==> src/mem_pkg.sv <==
package mem_pkg;

    localparam int DATA_W     = 32;
    localparam int BE_W       = DATA_W / 8;
    localparam int ADDR_W     = DATA_W - 2;    // word index width on the port
    localparam int REG_ADDR_W = 5;

    typedef enum logic [3:0] {
        MEM_NONE = 4'd0,    // ordinary op, word holds the alu result
        MEM_LB   = 4'd1,
        MEM_LH   = 4'd2,
        MEM_LW   = 4'd3,
        MEM_LBU  = 4'd4,
        MEM_LHU  = 4'd5,
        MEM_SB   = 4'd6,
        MEM_SH   = 4'd7,
        MEM_SW   = 4'd8
    } mem_op_e;

    // main word of a micro-op
    // data view for results, addr view for loads and stores
    typedef union packed {
        logic [DATA_W-1:0] data;
        struct packed {
            logic [ADDR_W-1:0] word_idx;
            logic [1:0]        byte_off;
        } addr;
    } mem_word_u;

    function automatic logic is_load(input mem_op_e op);
        logic res;
        res = (op == MEM_LB) || (op == MEM_LH) || (op == MEM_LW) ||
              (op == MEM_LBU) || (op == MEM_LHU);
        return res;
    endfunction

    function automatic logic is_store(input mem_op_e op);
        logic res;
        res = (op == MEM_SB) || (op == MEM_SH) || (op == MEM_SW);
        return res;
    endfunction

    // anything that needs the data bus
    function automatic logic is_mem(input mem_op_e op);
        logic res;
        res = is_load(op) || is_store(op);
        return res;
    endfunction

endpackage
==> src/wb_stage_if.sv <==
`timescale 1ns/10ps

interface wb_stage_if import mem_pkg::*; #(
    parameter int TAG_W = 4
) ();

    logic                  valid;
    logic [TAG_W-1:0]      tag;
    logic [REG_ADDR_W-1:0] rd_addr;
    mem_op_e               op;
    mem_word_u             word;
    logic [DATA_W-1:0]     rdata;     // raw bus word, loads only
    logic                  fault;     // misaligned access

    modport source (output valid, tag, rd_addr, op, word, rdata, fault);

    modport sink   (input  valid, tag, rd_addr, op, word, rdata, fault);

endinterface

==> src/mem_bus_if.sv <==
`timescale 1ns/10ps

interface mem_bus_if import mem_pkg::*; ();

    logic              req;        // level, held until done
    logic              we;
    logic [ADDR_W-1:0] word_idx;
    logic [BE_W-1:0]   be;
    logic [DATA_W-1:0] wdata;
    logic              done;       // single cycle
    logic [DATA_W-1:0] rdata;      // valid with done

    // access stage side
    modport requester (
        output req, we, word_idx, be, wdata,
        input  done, rdata
    );

    // bus unit side
    modport completer (
        input  req, we, word_idx, be, wdata,
        output done, rdata
    );

endinterface

==> src/mem_stage_top.sv <==
`timescale 1ns/10ps

module mem_stage_top import mem_pkg::*; #(
    parameter int TAG_W = 4
) (
    input  logic                  clk_i,
    input  logic                  rstn_i,
    // from execute
    input  logic                  uop_valid_i,
    input  logic [TAG_W-1:0]      uop_tag_i,
    input  logic [REG_ADDR_W-1:0] uop_rd_addr_i,
    input  mem_op_e               uop_op_i,
    input  logic [DATA_W-1:0]     uop_word_i,
    input  logic [DATA_W-1:0]     uop_wdata_i,
    output logic                  stall_o,
    // writeback
    output logic                  wb_valid_o,
    output logic [TAG_W-1:0]      wb_tag_o,
    output logic [REG_ADDR_W-1:0] wb_rd_addr_o,
    output logic [DATA_W-1:0]     wb_data_o,
    output logic                  wb_we_o,
    output logic                  wb_fault_o,
    // data memory, four-phase
    output logic                  dmem_req_o,
    output logic                  dmem_we_o,
    output logic [ADDR_W-1:0]     dmem_addr_o,
    output logic [BE_W-1:0]       dmem_be_o,
    output logic [DATA_W-1:0]     dmem_wdata_o,
    input  logic                  dmem_ack_i,
    input  logic [DATA_W-1:0]     dmem_rdata_i
);

    mem_bus_if                   bus_if ();
    wb_stage_if #(.TAG_W(TAG_W)) wb_if ();

    mem_access_stage #(.TAG_W(TAG_W)) u_access (
        .clk_i         (clk_i),
        .rstn_i        (rstn_i),
        .uop_valid_i   (uop_valid_i),
        .uop_tag_i     (uop_tag_i),
        .uop_rd_addr_i (uop_rd_addr_i),
        .uop_op_i      (uop_op_i),
        .uop_word_i    (uop_word_i),
        .uop_wdata_i   (uop_wdata_i),
        .stall_o       (stall_o),
        .bus           (bus_if.requester),
        .wb            (wb_if.source)
    );

    data_bus_unit u_bus (
        .clk_i        (clk_i),
        .rstn_i       (rstn_i),
        .bus          (bus_if.completer),
        .dmem_req_o   (dmem_req_o),
        .dmem_we_o    (dmem_we_o),
        .dmem_addr_o  (dmem_addr_o),
        .dmem_be_o    (dmem_be_o),
        .dmem_wdata_o (dmem_wdata_o),
        .dmem_ack_i   (dmem_ack_i),
        .dmem_rdata_i (dmem_rdata_i)
    );

    load_extract_stage #(.TAG_W(TAG_W)) u_extract (
        .clk_i        (clk_i),
        .rstn_i       (rstn_i),
        .wb           (wb_if.sink),
        .wb_valid_o   (wb_valid_o),
        .wb_tag_o     (wb_tag_o),
        .wb_rd_addr_o (wb_rd_addr_o),
        .wb_data_o    (wb_data_o),
        .wb_we_o      (wb_we_o),
        .wb_fault_o   (wb_fault_o)
    );

endmodule

==> src/load_extract_stage.sv <==
`timescale 1ns/10ps

module load_extract_stage import mem_pkg::*; #(
    parameter int TAG_W = 4
) (
    input  logic                  clk_i,
    input  logic                  rstn_i,
    wb_stage_if.sink              wb,
    output logic                  wb_valid_o,
    output logic [TAG_W-1:0]      wb_tag_o,
    output logic [REG_ADDR_W-1:0] wb_rd_addr_o,
    output logic [DATA_W-1:0]     wb_data_o,
    output logic                  wb_we_o,
    output logic                  wb_fault_o
);

    logic [DATA_W-1:0] shifted;
    logic [DATA_W-1:0] result;

    // addressed byte or halfword moved down to bit 0
    assign shifted = wb.rdata >> {wb.word.addr.byte_off, 3'b000};

    always_comb begin
        case (wb.op)
            MEM_LB: begin
                result = {{24{shifted[7]}}, shifted[7:0]};
            end
            MEM_LBU: begin
                result = {24'b0, shifted[7:0]};
            end
            MEM_LH: begin
                result = {{16{shifted[15]}}, shifted[15:0]};
            end
            MEM_LHU: begin
                result = {16'b0, shifted[15:0]};
            end
            MEM_LW: begin
                result = wb.rdata;
            end
            default: begin
                result = wb.word.data;    // alu result passes through
            end
        endcase
        if (wb.fault) begin
            result = '0;
        end
    end

    always_ff @(posedge clk_i) begin
        if (!rstn_i) begin
            wb_valid_o <= 1'b0;
            wb_we_o    <= 1'b0;
            wb_fault_o <= 1'b0;
        end else begin
            wb_valid_o <= wb.valid;
            wb_we_o    <= wb.valid && !wb.fault && !is_store(wb.op);
            wb_fault_o <= wb.valid && wb.fault;
        end
    end

    always_ff @(posedge clk_i) begin
        wb_tag_o     <= wb.tag;
        wb_rd_addr_o <= wb.rd_addr;
        wb_data_o    <= result;
    end

endmodule

==> src/data_bus_unit.sv <==
`timescale 1ns/10ps

module data_bus_unit import mem_pkg::*; (
    input  logic              clk_i,
    input  logic              rstn_i,
    mem_bus_if.completer      bus,
    output logic              dmem_req_o,
    output logic              dmem_we_o,
    output logic [ADDR_W-1:0] dmem_addr_o,
    output logic [BE_W-1:0]   dmem_be_o,
    output logic [DATA_W-1:0] dmem_wdata_o,
    input  logic              dmem_ack_i,
    input  logic [DATA_W-1:0] dmem_rdata_i
);

    localparam logic [1:0] ST_IDLE = 2'd0;
    localparam logic [1:0] ST_REQ  = 2'd1;    // req high, waiting for ack
    localparam logic [1:0] ST_REL  = 2'd2;    // req dropped, waiting for ack low
    localparam logic [1:0] ST_DONE = 2'd3;

    logic [1:0]        state_q;
    logic [DATA_W-1:0] rdata_q;
    logic              start;
    logic              ack_seen;

    // no new req while memory still holds ack
    assign start    = (state_q == ST_IDLE) && bus.req && !dmem_ack_i;
    assign ack_seen = (state_q == ST_REQ) && dmem_ack_i;

    always_ff @(posedge clk_i) begin
        if (!rstn_i) begin
            state_q    <= ST_IDLE;
            dmem_req_o <= 1'b0;
        end else begin
            case (state_q)
                ST_IDLE: begin
                    if (start) begin
                        dmem_req_o <= 1'b1;
                        state_q    <= ST_REQ;
                    end
                end
                ST_REQ: begin
                    if (ack_seen) begin
                        dmem_req_o <= 1'b0;
                        state_q    <= ST_REL;
                    end
                end
                ST_REL: begin
                    if (!dmem_ack_i) begin
                        state_q <= ST_DONE;
                    end
                end
                default: begin
                    state_q <= ST_IDLE;    // done lasts one cycle
                end
            endcase
        end
    end

    always_ff @(posedge clk_i) begin
        if (start) begin
            dmem_we_o    <= bus.we;
            dmem_addr_o  <= bus.word_idx;
            dmem_be_o    <= bus.be;
            dmem_wdata_o <= bus.wdata;
        end
        if (ack_seen) begin
            rdata_q <= dmem_rdata_i;
        end
    end

    assign bus.done  = (state_q == ST_DONE);
    assign bus.rdata = rdata_q;

    // port copy still matches the held request
    a_port_stable: assert property (@(posedge clk_i) disable iff (!rstn_i)
        dmem_req_o |-> {dmem_we_o, dmem_addr_o, dmem_be_o, dmem_wdata_o} ==
                       {bus.we, bus.word_idx, bus.be, bus.wdata});

endmodule

==> src/mem_access_stage.sv <==
`timescale 1ns/10ps

module mem_access_stage import mem_pkg::*; #(
    parameter int TAG_W = 4
) (
    input  logic                  clk_i,
    input  logic                  rstn_i,
    input  logic                  uop_valid_i,
    input  logic [TAG_W-1:0]      uop_tag_i,
    input  logic [REG_ADDR_W-1:0] uop_rd_addr_i,
    input  mem_op_e               uop_op_i,
    input  mem_word_u             uop_word_i,
    input  logic [DATA_W-1:0]     uop_wdata_i,
    output logic                  stall_o,
    mem_bus_if.requester          bus,
    wb_stage_if.source            wb
);

    localparam logic ST_IDLE = 1'b0;
    localparam logic ST_WAIT = 1'b1;    // request out, waiting for done

    logic                  state_q;
    logic                  slot_valid_q;
    logic [TAG_W-1:0]      slot_tag_q;
    logic [REG_ADDR_W-1:0] slot_rd_q;
    mem_op_e               slot_op_q;
    mem_word_u             slot_word_q;
    logic [DATA_W-1:0]     slot_wdata_q;

    logic [BE_W-1:0]       al_be;
    logic [DATA_W-1:0]     al_wdata;
    logic                  misaligned;
    logic                  bus_op;
    logic                  accept;
    logic                  move;

    store_align u_align (
        .op_i         (slot_op_q),
        .byte_off_i   (slot_word_q.addr.byte_off),
        .wdata_i      (slot_wdata_q),
        .be_o         (al_be),
        .wdata_o      (al_wdata),
        .misaligned_o (misaligned)
    );

    assign bus_op  = slot_valid_q && is_mem(slot_op_q) && !misaligned;
    assign stall_o = bus_op;    // up to and including the done cycle
    assign accept  = uop_valid_i && !stall_o;
    // non-bus ops leave after one cycle
    assign move    = slot_valid_q && (!bus_op || (state_q == ST_WAIT && bus.done));

    always_ff @(posedge clk_i) begin
        if (!rstn_i) begin
            state_q      <= ST_IDLE;
            slot_valid_q <= 1'b0;
        end else begin
            if (state_q == ST_IDLE && bus_op) begin
                state_q <= ST_WAIT;
            end else if (state_q == ST_WAIT && bus.done) begin
                state_q <= ST_IDLE;
            end
            if (accept) begin
                slot_valid_q <= 1'b1;
            end else if (move) begin
                slot_valid_q <= 1'b0;
            end
        end
    end

    always_ff @(posedge clk_i) begin
        if (accept) begin
            slot_tag_q   <= uop_tag_i;
            slot_rd_q    <= uop_rd_addr_i;
            slot_op_q    <= uop_op_i;
            slot_word_q  <= uop_word_i;
            slot_wdata_q <= uop_wdata_i;
        end
    end

    // slot is stable while waiting, so the request is too
    assign bus.req      = (state_q == ST_WAIT);
    assign bus.we       = is_store(slot_op_q);
    assign bus.word_idx = slot_word_q.addr.word_idx;
    assign bus.be       = al_be;
    assign bus.wdata    = al_wdata;

    always_ff @(posedge clk_i) begin
        if (!rstn_i) begin
            wb.valid <= 1'b0;
        end else begin
            wb.valid <= move;
        end
    end

    always_ff @(posedge clk_i) begin
        if (move) begin
            wb.tag     <= slot_tag_q;
            wb.rd_addr <= slot_rd_q;
            wb.op      <= slot_op_q;
            wb.word    <= slot_word_q;
            wb.rdata   <= bus.rdata;
            wb.fault   <= misaligned;
        end
    end

    // request and payload held until done
    a_req_held: assert property (@(posedge clk_i) disable iff (!rstn_i)
        bus.req && !bus.done |=> bus.req &&
            $stable({bus.we, bus.word_idx, bus.be, bus.wdata}));

    // completion only for an open request
    a_done_with_req: assert property (@(posedge clk_i) disable iff (!rstn_i)
        bus.done |-> bus.req);

endmodule

==> src/store_align.sv <==
`timescale 1ns/10ps

module store_align import mem_pkg::*; (
    input  mem_op_e           op_i,
    input  logic [1:0]        byte_off_i,
    input  logic [DATA_W-1:0] wdata_i,
    output logic [BE_W-1:0]   be_o,
    output logic [DATA_W-1:0] wdata_o,
    output logic              misaligned_o
);

    always_comb begin
        be_o         = '0;
        wdata_o      = wdata_i;
        misaligned_o = 1'b0;
        case (op_i)
            MEM_SB: begin
                be_o    = BE_W'(1) << byte_off_i;
                wdata_o = {4{wdata_i[7:0]}};      // byte copied to every lane
            end
            MEM_SH: begin
                be_o         = byte_off_i[1] ? 4'b1100 : 4'b0011;
                wdata_o      = {2{wdata_i[15:0]}};
                misaligned_o = byte_off_i[0];
            end
            MEM_SW: begin
                be_o         = '1;
                misaligned_o = (byte_off_i != 2'b00);
            end
            MEM_LH, MEM_LHU: begin
                be_o         = '1;
                misaligned_o = byte_off_i[0];
            end
            MEM_LW: begin
                be_o         = '1;
                misaligned_o = (byte_off_i != 2'b00);
            end
            MEM_LB, MEM_LBU: begin
                be_o = '1;                        // byte loads never fault
            end
            default: begin
                be_o = '0;                        // ordinary op, no access
            end
        endcase
    end

endmodule

==> config.mk <==
export PLATFORM = sky130hd
export DESIGN_NAME = mem_stage_top
export DESIGN_NICKNAME = d
export VERILOG_FILES = /design/src/mem_pkg.sv /design/src/wb_stage_if.sv /design/src/mem_bus_if.sv /design/src/mem_stage_top.sv /design/src/load_extract_stage.sv /design/src/data_bus_unit.sv /design/src/mem_access_stage.sv /design/src/store_align.sv
export SDC_FILE = /design/constraint.sdc
export NUM_CORES = 1
export LEC_CHECK = 0
export ABC_AREA = 1
export BUFFER_PORTS_ARGS = -buffer_cell sky130_fd_sc_hd__buf_2
export CORE_ASPECT_RATIO = 0.75
export CORE_MARGIN = 5
export CORE_UTILIZATION = 58
export DETAILED_ROUTE_END_ITERATION = 10
export PLACE_DENSITY = 0.95
export SYNTH_ARGS = -nofsm -noshare
export SYNTH_HDL_FRONTEND = slang
export SYNTH_SLANG_ARGS = --single-unit
==> constraint.sdc <==
create_clock -name clk_i -period 6.2 [get_ports clk_i]
set_input_delay 0.62 -clock clk_i [delete_from_list [all_inputs] [get_ports clk_i]]
set_output_delay 0.62 -clock clk_i [all_outputs]
set_load 0.1 [all_outputs]
==> impl_metrics.py <==
metrics = {
    "clock_network": {
        "cts.sinks": 304,
        "clk_path_buf_depth": 3,
        "cts_setup_buffers": 0,
        "cts.repair.resized": 0,
        "clk_latency_ps": 530,
        "cts_root_buf": "clkbuf_16",
        "clkSlewWorstSetupHoldPaths_ps": 60,
        "h-tree-depth": 1,
        "cts_buffers": 27,
        "hold_buffers": 0,
        "cts_tree": "done",
    },
    "route": {
        "ant_nets": 0,
        "drt_iter0_markers": 878,
        "vias": 6865,
        "drt_wl_total_mm": 25.13,
        "vias_per_cell": 5.627,
        "drc": 0,
        "routedWlPerCell_um": 20.60,
        "dr.pass1.iters": 5,
    },
    "finish": {
        "mostFrequentLayoutCells": "edfxtp_1, buf_2, nand2_1, o21ai_0, nor2_1",
        "area_delta_synth_final_pct": 20.98,
        "finalNetCount": 1074,
        "seqCellArea_mm2": 0.008628,
        "layout-drive-gt1-share_pct": 30.37,
        "fillCellCount": 1105,
        "final_area_mm2": 0.01285,
        "multiInputGateArea_mm2": 0.001638,
        "mostFrequentLayoutCell": "edfxtp_1",
        "finalNonFillerCells": 1220,
        "antenna_cells": 0,
        "final_core_util_pct": 72.12,
    },
    "critical_path": {
        "crit_chain": "inv_1 > nand3_2 > nand4_1 > nand3_1 > inv_1 > buf_2",
        "crit_top_cell": "inv_1",
        "critPathMaxStageDelay_ps": 440,
        "endpoint_kind": "output port",
        "crit_fanout": 19,
        "regToRegEndpoint": "u_access.slot_word_q[22]",
        "r2r_cells": 7,
        "critPathArrivalTime_ps": 2510,
        "critPathLaunchType": "register",
        "reg2reg_from": "u_access.slot_op_q[3]",
        "crit_slowest_cell": "buf_2",
        "critPathRequiredTime_ps": 5580,
        "reg2reg_slack_ps": 3470,
        "crit_type": "register to output port",
    },
    "grt": {
        "grt_max_degree": 65,
        "met2_usage_pct": 39.08,
        "overflow": 0,
        "antenna_found_initial": 3,
        "grt_usage_pct": 23.17,
        "grt_pass1_vias": 6832,
        "grt_util_met1_pct": 30.07,
        "busiest_layer": "met2",
        "grt_use_met3_pct": 5.806,
        "grt_pass1_wl_mm": 38.09,
    },
    "sta": {
        "slew_violations": 0,
        "whs_ps": 263.2,
        "rsz0062_at_grt": "no",
        "min_period_ps": 3128,
        "final.setup.tns_ps": 0,
        "worstMarginPinSlew_ps": 872.4,
        "setup_slack_ps": 3072,
        "clock-skew-final_ps": 9.220,
        "finalHoldViolCount": 0,
        "setup_viol": 0,
        "final.period_utilization_pct": 50.45,
        "fmax_mhz": 319.7,
        "slew_headroom_pct": 41.84,
    },
    "power": {
        "ir_worst_vdd_mv": 0.2945,
        "cellPowerDensity_mw_per_mm2": 366.8,
        "p_total_mw": 4.712,
        "p_leak_nw": 5.158,
    },
    "hold_path": {
        "hold_end": "u_bus.bus.rdata[23]",
        "holdCritStartpoint": "dmem_rdata_i[23]",
        "hp-class": "primary input to register",
        "hold_depth": 1,
    },
    "floorplanning": {
        "ios": 226,
        "die_h_um": 127.2,
        "start_util_pct": 59.62,
        "fp.dieW_um": 166.3,
        "rows": 42,
        "dieArea_mm2": 0.02115,
        "coreArea_mm2": 0.01781,
    },
    "yosys": {
        "synthesis.area_mm2": 0.01062,
        "ys_ff_latch": 304,
        "avgSynthCellArea_um2": 14.77,
        "synthDistinctLibCells": 33,
        "syn-num-nets": 836,
        "yosys_warnings": 0,
        "synth_cells": 719,
        "synth-seq-area-share_pct": 81.24,
    },
    "placement": {
        "dp.cells": 1170,
        "portBuffers": 225,
        "routabilityCongestion": 0.9661,
        "dp.final_hpwl_mm": 17.24,
        "placed_area_mm2": 0.01197,
        "dp_slack_ps": 3501,
    },
    "run": {
        "maxCapViolCount": 0,
    },
    "outcome": {
        "run_status": "finished clean",
    },
}
synth_stat cells (all sizes together):
cell type	number	share of area [%]
a2111oi	1	0.082
a211oi	1	0.071
a21oi	36	1.7
a22oi	1	0.071
a31oi	7	0.41
buf	11	0.84
clkbuf	9	0.32
dfxtp	50	9.4
edfxtp	254	72
ha	4	0.47
inv	63	2.3
nand2	98	3.6
nand3	17	1.0
nand4	1	0.059
nor2	61	2.3
nor3	3	0.29
o211ai	9	0.64
o21ai	85	4.1
o22ai	7	0.41
o31ai	1	0.071
critical path, delay by kind of cell, from the launching register on:
kind,cells,cell delay (ps)
DFF,1,430
buffers and inverters,3,710
and+or+nand+nor,3,840
worst max path at each step:
stage,startpoint,to,slack (ps),cells past startpoint
CTS,u_access.slot_op_q[3],stall_o,3060,6
global route,u_access.slot_op_q[3],stall_o,2910,6
floorplan,dmem_ack_i,u_bus.dmem_req_o,2130,5
detailed placement,u_access.slot_op_q[2],u_access.slot_word_q[22],3500,6
finish,u_access.slot_op_q[3],stall_o,3070,6
global placement,u_access.slot_op_q[2],u_access.slot_word_q[28],3650,6
metal layers:
| layer | share of wire, % | vias to the layer above |
|---|---|---|
| met5 | 0.17 | - |
| met1 | 37 | 3259 |
| li1 | - | 3043 |
| met3 | 10 | 81 |
| met2 | 49 | 476 |
| met4 | 3.6 | 6 |
state kept, by name, summed over array words and instances, names as in the netlist, 5 cells and up:
register,cells
u_access.slot_rd_q,5
u_access.slot_wdata_q,32
u_bus.dmem_wdata_o,32
u_access.slot_word_q,32
u_extract.wb_rd_addr_o,5
u_access.wb.word,32
u_bus.bus.rdata,32
u_bus.dmem_addr_o,30
u_access.wb.rd_addr,5
u_extract.wb_data_o,32
u_access.wb.rdata,32
power by group:
group / internal (mW) / switching, mW / leakage [nW]
sequential: 2.39 / 0.0700 / 2.79
clock: 0.944 / 0.699 / 0.436
combinational: 0.107 / 0.504 / 1.93
total: 3.44 / 1.27 / 5.16
cell families after synthesis:
logic type / synth area share, %
AOI/OAI and AO/OA: 7.564
DFF: 81.24
and+or+nand+nor: 7.316
adders and majority gates: 0.4713
buffers and inverters: 3.405
layout make-up:
| cell class | instances | area share (%) |
|---|---|---|
| sequential | 304 | 67.15 |
| clock buffer | 43 | 6.349 |
| multi-input combinational | 332 | 12.75 |
| tap | 242 | 2.357 |
| inverter | 63 | 1.879 |
| timing repair buffer | 229 | 8.998 |
| clock inverter | 7 | 0.5161 |
Note: power is estimated with default switching activity, not from simulation.
